File: config.mk
export PLATFORM = sky130hd
export DESIGN_NAME = conv0_top
export DESIGN_NICKNAME = d
export VERILOG_FILES = /design/src/hw/conv0_pkg.sv /design/src/hw/psum_fifo.sv /design/src/hw/conv0_seq.sv /design/src/hw/conv0_mac.sv /design/src/hw/conv0_go.sv /design/src/hw/conv0_top.sv
export SDC_FILE = /design/constraint.sdc
export NUM_CORES = 2
export LEC_CHECK = 0
export ABC_AREA = 1
export BUFFER_PORTS_ARGS = -buffer_cell sky130_fd_sc_hd__buf_2
export CAP_MARGIN = 20
export CORE_UTILIZATION = 45
export CTS_BUF_LIST = sky130_fd_sc_hd__clkbuf_2 sky130_fd_sc_hd__clkbuf_4 sky130_fd_sc_hd__clkbuf_8
export DETAILED_ROUTE_END_ITERATION = 8
export PLACE_DENSITY = 0.72
export SYNTH_ARGS = -nofsm -noshare
export SYNTH_HDL_FRONTEND = slang
export SYNTH_HIERARCHICAL = 1
export SYNTH_SLANG_ARGS = --single-unit
File: constraint.sdc
create_clock -name clk -period 8.36 [get_ports clk]
set_input_delay 0.836 -clock clk [delete_from_list [all_inputs] [get_ports clk]]
set_output_delay 0.836 -clock clk [all_outputs]
set_load 0.05 [all_outputs]
File: src/hw/conv0_pkg.sv
// conv0 shared layer constants, beat structs and quantizer thresholds
package conv0_pkg;

	localparam int NUM_CH    = 3;		// input channels per beat
	localparam int NUM_LANES = 3;		// output pixels per beat
	localparam int NUM_TAPS  = 9;		// 3x3 kernel, one pass per tap
	localparam int ROW_BEATS = 16;		// beats per row, also psum FIFO depth

	localparam int ACT_W  = 8;			// unsigned activation
	localparam int WGT_W  = 8;			// signed weight
	localparam int PSUM_W = 24;			// signed partial sum

	localparam int TAP_W  = 4;			// tap index width
	localparam int CH_W   = 2;			// channel index width
	localparam int BEAT_W = $clog2(ROW_BEATS);

	localparam int QSHIFT = 7;			// products drift the point, scale down by 128

	// 2-bit quantizer steps at 1/6, 1/2 and 5/6 of 128
	localparam int Q_REF0 = 21;
	localparam int Q_REF1 = 64;
	localparam int Q_REF2 = 107;

	typedef struct packed {
		logic [NUM_LANES-1:0][NUM_CH-1:0][ACT_W-1:0] px;	// [lane][ch]
	} act_beat_t;

	typedef struct packed {
		act_beat_t        beat;
		logic [TAP_W-1:0] tap;			// equals the pass number
		logic             is_first;
		logic             is_last;
	} tap_beat_t;

	typedef struct packed {
		logic [TAP_W-1:0]        tap;
		logic [CH_W-1:0]         ch;
		logic signed [WGT_W-1:0] value;
	} wgt_wr_t;

	// partial sums are two's complement, read them through $signed
	typedef struct packed {
		logic [NUM_LANES-1:0][PSUM_W-1:0] psum;
	} psum_row_t;

	typedef struct packed {
		psum_row_t row;
		logic      is_first;
		logic      is_last;
	} mac_beat_t;

	typedef struct packed {
		logic [NUM_LANES-1:0][1:0] q;	// one 2-bit value per lane
	} ofm_beat_t;

endpackage

File: src/hw/psum_fifo.sv
// psum FIFO, first-word fall-through circular buffer holding a row of partial sums
`timescale 1ns/1ps

module psum_fifo #(
	parameter type payload_t = logic [7:0],
	parameter int  DEPTH     = 16
) (
	input  logic     clk,
	input  logic     rst_n,
	input  logic     push,
	input  payload_t push_data,
	input  logic     pop,
	output payload_t pop_data,
	output logic     full,
	output logic     empty
);

	localparam int PTR_W = (DEPTH > 1) ? $clog2(DEPTH) : 1;
	localparam int CNT_W = $clog2(DEPTH + 1);

	payload_t           mem [DEPTH];
	logic [PTR_W-1:0]   wr_ptr;
	logic [PTR_W-1:0]   rd_ptr;
	logic [CNT_W-1:0]   count;

	assign full     = (count == CNT_W'(DEPTH));
	assign empty    = (count == '0);
	assign pop_data = mem[rd_ptr];		// head is visible before the pop

	always_ff @(posedge clk) begin
		if (push) begin
			mem[wr_ptr] <= push_data;
		end
	end

	always_ff @(posedge clk or negedge rst_n) begin
		if (!rst_n) begin
			wr_ptr <= '0;
			rd_ptr <= '0;
			count  <= '0;
		end else begin
			if (push) begin
				wr_ptr <= (wr_ptr == PTR_W'(DEPTH - 1)) ? '0 : wr_ptr + 1'b1;
			end
			if (pop) begin
				rd_ptr <= (rd_ptr == PTR_W'(DEPTH - 1)) ? '0 : rd_ptr + 1'b1;
			end
			case ({push, pop})
				2'b10:   count <= count + 1'b1;
				2'b01:   count <= count - 1'b1;
				default: count <= count;			// idle, or push and pop together
			endcase
		end
	end

	// a full FIFO may still take a push in the same cycle as a pop
	a_no_overflow: assert property (
		@(posedge clk) disable iff (!rst_n)
		!(push && full && !pop)
	) else $error("psum_fifo: push while full");

	a_no_underflow: assert property (
		@(posedge clk) disable iff (!rst_n)
		!(pop && empty)
	) else $error("psum_fifo: pop while empty");

endmodule

File: src/hw/conv0_seq.sv
// conv0 sequencer, accepts input beats and tags them with tap index and pass flags
`timescale 1ns/1ps

module conv0_seq import conv0_pkg::*; (
	input  logic      clk,
	input  logic      rst_n,
	input  logic      advance,
	input  logic      in_valid,
	input  act_beat_t in_data,
	output logic      s1_valid,
	output tap_beat_t s1_data
);

	logic [BEAT_W-1:0] beat_cnt;
	logic [TAP_W-1:0]  pass_cnt;
	logic              accept;
	logic              row_end;
	logic              frame_end;

	assign accept    = in_valid && advance;
	assign row_end   = (beat_cnt == BEAT_W'(ROW_BEATS - 1));
	assign frame_end = (pass_cnt == TAP_W'(NUM_TAPS - 1));

	// beat and pass counters, both wrap at the end of a frame
	always_ff @(posedge clk or negedge rst_n) begin
		if (!rst_n) begin
			beat_cnt <= '0;
			pass_cnt <= '0;
		end else if (accept) begin
			if (row_end) begin
				beat_cnt <= '0;
				pass_cnt <= frame_end ? '0 : pass_cnt + 1'b1;
			end else begin
				beat_cnt <= beat_cnt + 1'b1;
			end
		end
	end

	always_ff @(posedge clk or negedge rst_n) begin
		if (!rst_n) begin
			s1_valid <= 1'b0;
		end else if (advance) begin
			s1_valid <= in_valid;
		end
	end

	// stage 1 payload
	always_ff @(posedge clk) begin
		if (accept) begin
			s1_data <= '{
				beat:     in_data,
				tap:      pass_cnt,
				is_first: (pass_cnt == '0),
				is_last:  frame_end
			};
		end
	end

	a_pass_range: assert property (
		@(posedge clk) disable iff (!rst_n)
		pass_cnt <= TAP_W'(NUM_TAPS - 1)
	) else $error("conv0_seq: pass count out of range");

endmodule

File: src/hw/conv0_mac.sv
// conv0 MAC stage, per-tap weight table and per-lane multiply with channel sum
`timescale 1ns/1ps

module conv0_mac import conv0_pkg::*; (
	input  logic      clk,
	input  logic      rst_n,
	input  logic      advance,
	input  logic      wgt_we,
	input  wgt_wr_t   wgt_wr,
	input  logic      s1_valid,
	input  tap_beat_t s1_data,
	output logic      s2_valid,
	output mac_beat_t s2_data
);

	logic signed [WGT_W-1:0]  wgt [NUM_TAPS][NUM_CH];
	logic signed [PSUM_W-1:0] lane_sum [NUM_LANES];

	// weight table, written only while the pipeline is idle
	always_ff @(posedge clk or negedge rst_n) begin
		if (!rst_n) begin
			for (int t = 0; t < NUM_TAPS; t++) begin
				for (int c = 0; c < NUM_CH; c++) begin
					wgt[t][c] <= '0;
				end
			end
		end else if (wgt_we) begin
			wgt[wgt_wr.tap][wgt_wr.ch] <= wgt_wr.value;
		end
	end

	// activations are unsigned, so widen with a zero before the signed multiply
	always_comb begin
		for (int l = 0; l < NUM_LANES; l++) begin
			lane_sum[l] = '0;
			for (int c = 0; c < NUM_CH; c++) begin
				lane_sum[l] = lane_sum[l]
					+ $signed({1'b0, s1_data.beat.px[l][c]}) * wgt[s1_data.tap][c];
			end
		end
	end

	always_ff @(posedge clk or negedge rst_n) begin
		if (!rst_n) begin
			s2_valid <= 1'b0;
		end else if (advance) begin
			s2_valid <= s1_valid;
		end
	end

	// stage 2 payload, flags follow the sums
	always_ff @(posedge clk) begin
		if (advance && s1_valid) begin
			for (int l = 0; l < NUM_LANES; l++) begin
				s2_data.row.psum[l] <= lane_sum[l];
			end
			s2_data.is_first <= s1_data.is_first;
			s2_data.is_last  <= s1_data.is_last;
		end
	end

	// a write mid-frame would mix two weight sets into one output row
	a_wgt_idle: assert property (
		@(posedge clk) disable iff (!rst_n)
		!(wgt_we && (s1_valid || s2_valid))
	) else $error("conv0_mac: weight write while beats are in flight");

endmodule

File: src/hw/conv0_go.sv
// conv0 output feature map generator that accumulates passes and quantizes the last to 2 bits
`timescale 1ns/1ps

module conv0_go import conv0_pkg::*; (
	input  logic      clk,
	input  logic      rst_n,
	input  logic      advance,
	input  logic      s2_valid,
	input  mac_beat_t s2_data,
	output logic      out_valid,
	output ofm_beat_t out_data
);

	psum_row_t fifo_head;
	psum_row_t prev_row;
	psum_row_t sum_row;
	ofm_beat_t ofm_next;
	logic      fifo_push;
	logic      fifo_pop;
	logic      fifo_full;
	logic      fifo_empty;

	// q = T >>> QSHIFT and negative totals clamp to level 0
	function automatic logic [1:0] quantize(input logic [PSUM_W-1:0] total);
		logic signed [PSUM_W-1:0] q;
		q = $signed(total) >>> QSHIFT;
		if (total[PSUM_W-1] || q < Q_REF0) begin
			return 2'd0;
		end else if (q < Q_REF1) begin
			return 2'd1;
		end else if (q < Q_REF2) begin
			return 2'd2;
		end else begin
			return 2'd3;
		end
	endfunction

	assign fifo_push = advance && s2_valid && !s2_data.is_last;
	assign fifo_pop  = advance && s2_valid && !s2_data.is_first;
	assign prev_row  = s2_data.is_first ? '0 : fifo_head;		// first pass starts from zero

	always_comb begin
		for (int l = 0; l < NUM_LANES; l++) begin
			sum_row.psum[l] = s2_data.row.psum[l] + prev_row.psum[l];
			ofm_next.q[l]   = quantize(sum_row.psum[l]);
		end
	end

	psum_fifo #(
		.payload_t (psum_row_t),
		.DEPTH     (ROW_BEATS)
	) u_psum_fifo (
		.clk       (clk),
		.rst_n     (rst_n),
		.push      (fifo_push),
		.push_data (sum_row),
		.pop       (fifo_pop),
		.pop_data  (fifo_head),
		.full      (fifo_full),
		.empty     (fifo_empty)
	);

	// advance is high whenever the held output is free or being taken
	always_ff @(posedge clk or negedge rst_n) begin
		if (!rst_n) begin
			out_valid <= 1'b0;
		end else if (advance) begin
			out_valid <= s2_valid && s2_data.is_last;
		end
	end

	always_ff @(posedge clk) begin
		if (advance && s2_valid && s2_data.is_last) begin
			out_data <= ofm_next;
		end
	end

	// the first pass of a frame must find no row left over from the last frame
	a_first_pass_clean: assert property (
		@(posedge clk) disable iff (!rst_n)
		s2_valid && s2_data.is_first |-> !fifo_full
	) else $error("conv0_go: stale partial sums at frame start");

	// the last pass must always find the previous pass's row waiting
	a_last_pass_fed: assert property (
		@(posedge clk) disable iff (!rst_n)
		s2_valid && s2_data.is_last && !s2_data.is_first |-> !fifo_empty
	) else $error("conv0_go: last pass without partial sums");

endmodule

File: src/hw/conv0_top.sv
// conv0 layer top, sequencer, MAC and output generator under one stall enable
`timescale 1ns/1ps

module conv0_top import conv0_pkg::*; (
	input  logic      clk,
	input  logic      rst_n,
	input  logic      in_valid,
	output logic      in_ready,
	input  act_beat_t in_data,
	input  logic      wgt_we,
	input  wgt_wr_t   wgt_wr,
	output logic      out_valid,
	input  logic      out_ready,
	output ofm_beat_t out_data
);

	logic      advance;
	logic      s1_valid;
	tap_beat_t s1_data;
	logic      s2_valid;
	mac_beat_t s2_data;

	// whole pipeline freezes only while a held result is refused
	assign advance  = !(out_valid && !out_ready);
	assign in_ready = advance;

	conv0_seq u_seq (
		.clk      (clk),
		.rst_n    (rst_n),
		.advance  (advance),
		.in_valid (in_valid),
		.in_data  (in_data),
		.s1_valid (s1_valid),
		.s1_data  (s1_data)
	);

	conv0_mac u_mac (
		.clk      (clk),
		.rst_n    (rst_n),
		.advance  (advance),
		.wgt_we   (wgt_we),
		.wgt_wr   (wgt_wr),
		.s1_valid (s1_valid),
		.s1_data  (s1_data),
		.s2_valid (s2_valid),
		.s2_data  (s2_data)
	);

	conv0_go u_go (
		.clk       (clk),
		.rst_n     (rst_n),
		.advance   (advance),
		.s2_valid  (s2_valid),
		.s2_data   (s2_data),
		.out_valid (out_valid),
		.out_data  (out_data)
	);

endmodule

---- Yosys cells after proc, flatten, opt, wreduce, memory -nomap -nowiden ----
Memory sizes are Yosys's and may differ from the RTL's.
Index checks and enable logic that the tools add are counted.
word-level totals
  bits in registers ....................... 393
  memory bits (writable) .................. 1152
  bits of input ports ..................... 91
  output and inout port bits .............. 8
  word-level logic and storage cells ...... 144
  memories kept ........................... 1
memories
  name                  words  bits a word  read ports  clocked after Yosys merged registers in  write ports  RTL line         source
  u_go.u_psum_fifo.mem  16     72           1           0                                        1            psum_fifo.sv:21  payload_t mem [DEPTH];
operators by class
  add/subtract/negate cells ............... 13
  multipliers ............................. 9
  magnitude comparators ................... 14
  equal/unequal tests ..................... 4
  mux-type cells .......................... 21
  bitwise logic cells ..................... 3
  reduce and logical (&&, ||, !) cells .... 22
operators by type and width
  kind                   number
  $add A24 B24 Y24       9
  $bwmux W216            1
  $mul A9 B8 Y17         9
  $lt A17 B8 Y1 const B  6
  $bmux W24 S4           1
  $demux W24 S4          1
  $mux W24               3
  $mux W72               1
  $lt A17 B6 Y1 const B  3
  $add A4 B1 Y4 const B  4
  $demux W8 S2           1
  $eq A4 B4 Y1 const B   4
  $mux W4                4
  $ge A5 B5 Y1 const B   2
  $logic_and A1 B1 Y1    10
  $not A4 Y5             2
  $mux W1                8
  $mux W8                1
  $reduce_or A2 Y1       3
  $lt A5 B1 Y1 const B   1
  $logic_not A1 Y1       4
  $logic_not A4 Y1       1
  $ge A3 B3 Y1 const B   1
  $logic_or A1 B1 Y1     3
  3 further kinds        3

---- Depth between registers and ports, before layout ----
  depth in word-level cells ............... 8
  mapped depth ............................ 34
  gate-level depth less buffers ........... 31

---- Cells and area by module ----
The synthesis kept the hierarchy.
by module, submodules not included
  module     instances  cells each  area each (µm²)  sequential area each (µm²)
  psum_fifo  1          3960        46956.3          34918.5
  conv0_mac  1          4192        34461.8          7201.9
  conv0_go   1          1379        6670.1           205.2
  conv0_seq  1          134         2815.2           2567.5
  conv0_top  1          2           7.5              0.0

---- Worst setup path after synthesis ----
No wires, ideal clock.
  kind .................................... register to register
  start point ............................. register u_seq/s1_data[2] (netlist name)
  end point ............................... register u_mac/s2_data[66] (netlist name)
  setup time .............................. 252 ps
  data arrival time ....................... 6200 ps
  required time ........................... 8108 ps
  slack ................................... 1908 ps
  stages on the path, launching flop included .. 27
  buffers on the path ..................... 2
  path through ............................ edfxtp_1 -> buf_4 -> nor4_4 -> nand2_1 -> nand2_2 -> buf_4 -> nand2_1 -> fa_1 -> inv_1 -> fa_1 -> inv_1 -> fa_1 -> inv_1 -> fa_1 -> inv_1 -> fa_1 -> fa_1 -> inv_1 -> fa_1 -> ha_1 -> or2_2 -> nand3b_1 -> nand2_1 -> nand2_1 -> nand2_1 -> nand2_1 -> nand2_1

==> impl_metrics.ini <==
[cts]
cts_resized = 0
cts_htree_levels = 4
cts_buffers = 236
clkSinkCount = 1530
clk_path_buf_depth = 3
ctsRootBufferMaster = clkbuf_8
postCtsSetupRepairBufs = 0
cts_tree = built
hold_buffers = 71
clk_pin_slew_worst_paths_ns = 0.06
clock_latency_ns = 1.02

[placed_design]
dp.cells = 12100
dpl.hpwl_um = 171000
port_buffers = 98
gp_congestion = 1.01

[cells_and_area]
final_cell_count_no_fill = 12600
layout.nets = 10800
drive_above_1_share = 0.0758
area_growth_pct = 9.54

[critical_path]
rrSetupSlack_ns = 0.61
critPathSlowestCell = nand3_1
worstPathArrival_ns = 8.44
path_max_fanout = 17
crit_required_ns = 9.05
cp_slowest_stage_delay_ns = 0.67
crit_path_start_kind = flip-flop
critPathKind = reg -> reg
critPathMostFrequentCell = nand2_1
cp-end-kind = flip-flop

[outcome]
violations = design-rule violations
status = complete, but fails checks

[sta]
hold_violations = 0
worst_pin_slew_ns = 1.14
finalClockSkew_ns = 0.105
maxSlewViolCount = 0
max_freq_mhz = 129
period_minus_slack_ns = 7.75
fin_hold_ws_ns = 0.101
slew_headroom = 0.240
fin_crit_sh = 0.927
setup_violations = 0
finalSetupTns_ns = 0
rsz0062_at_grt = no

[yosys]
syn_area_per_cell_um2 = 9.42
yosys_warnings = 6
netlist_area_mm2 = 0.0905
synth_nets = 10600
synth_cells = 9610

[job]
max-cap-violations = 0

[floorplan]
die_w_um = 451
core_mm2 = 0.200
ios = 99
num_rows = 164
die_area_mm2 = 0.203
start_util = 0.453
dieHeight_um = 451

[global_route]
grt_max_degree = 186
grt_pass1_vias = 65400
grt_usage = 0.252
grt_pass1_wl_um = 393000
antenna_found_initial = 3
overflow = 0

[route]
first_pass_iters = 8
wl_per_cell_um = 20.4
vias_per_cell = 5.31
vias = 66800
drc_errors = 4
drtAntennaViolNets = 0
drt_iter0_drc = 6589
routed_wl_um = 257000

[worst_hold_path]
hold_path.class = in -> reg
## flip-flops by register name, summed over array words and instances (netlist names)
signal	count
u_go/u_psum_fifo/wr_ptr	4
u_seq/pass_cnt	4
u_mac/wgt	216
u_mac/s2_valid	1
u_go/u_psum_fifo/rd_ptr	4
u_mac/s2_data	59
u_seq/beat_cnt	4
u_seq/s1_valid	1
u_go/u_psum_fifo/mem	1152
u_go/out_data	6
u_go/out_valid	1
u_seq/s1_data	78
## cells in the final DEF, fill, tap and decap left out, types with 41 or more instances in the layout
cell type	instances
a21oi_1	434
buf_2	97
buf_4	119
clkbuf_4	87
clkbuf_8	253
clkinv_1	41
dfrtp_1	232
dlygate4sd3_1	71
edfxtp_1	1295
fa_1	505
ha_1	408
inv_1	1498
nand2_1	1928
nand3_1	482
nor2_1	1334
o21ai_0	617
o21ai_1	189
## final timing paths
check,from,to,depth (start not counted)
max reg2reg,u_seq/s1_data[3]$_DFFE_PP_,u_mac/s2_data[20]$_DFFE_PP_,28
max in group asynchronous,rst_n,u_go/u_psum_fifo/rd_ptr[0]$_DFFE_PN0P_,3
min reg2reg,u_seq/s1_data[1]$_DFFE_PP_,u_mac/s2_data[1]$_DFFE_PP_,0
max,u_seq/s1_data[3]$_DFFE_PP_,u_mac/s2_data[20]$_DFFE_PP_,28
min,in_data[16],u_seq/s1_data[22]$_DFFE_PP_,1
min in group asynchronous,rst_n,u_mac/wgt[124]$_DFFE_PN0P_,2
## metal layers
layer	wire, um	GRT usage
met1	107000	0.344
met2	121000	0.411
met3	20700	0.0419
met4	8380	0.0823
met5	27	0
## cell type report
class | count | area, um2
Antenna cell | 3 | 7.51
Tap cell | 2656 | 3320
Multi-Input combinational cell | 6157 | 38000
Clock buffer | 339 | 4120
Sequential cell | 1530 | 44800
Fill cell | 18200 | 101000
Inverter | 1520 | 5730
Timing Repair Buffer | 303 | 2400
Clock inverter | 82 | 761
## through the flow
| step | setup WS (ns) | cell area, um2 | util |
|---|---|---|---|
| floorplan | 1.91 | 90500 | - |
| global placement | 0.770 | 93500 | 0.468 |
| detailed placement | 0.672 | 93500 | 0.468 |
| CTS | 0.631 | 99100 | 0.496 |
| global route | 0.260 | 99200 | 0.496 |
| finish | 0.614 | 99200 | 0.496 |
## critical path, delay by kind of cell, from the launching register on
| family | cells | cell delay (ns) |
|---|---|---|
| buffers and inverters | 8 | 1.12 |
| AO/OA/AOI/OAI | 1 | 0.14 |
| flip-flops | 1 | 0.41 |
| AND/OR/NAND/NOR | 11 | 1.84 |
| adder cells (fa/ha/maj) | 8 | 3.93 |
Power is not shown: default switching activity piles up to over one toggle a cycle in this logic, so the estimate is an artifact.
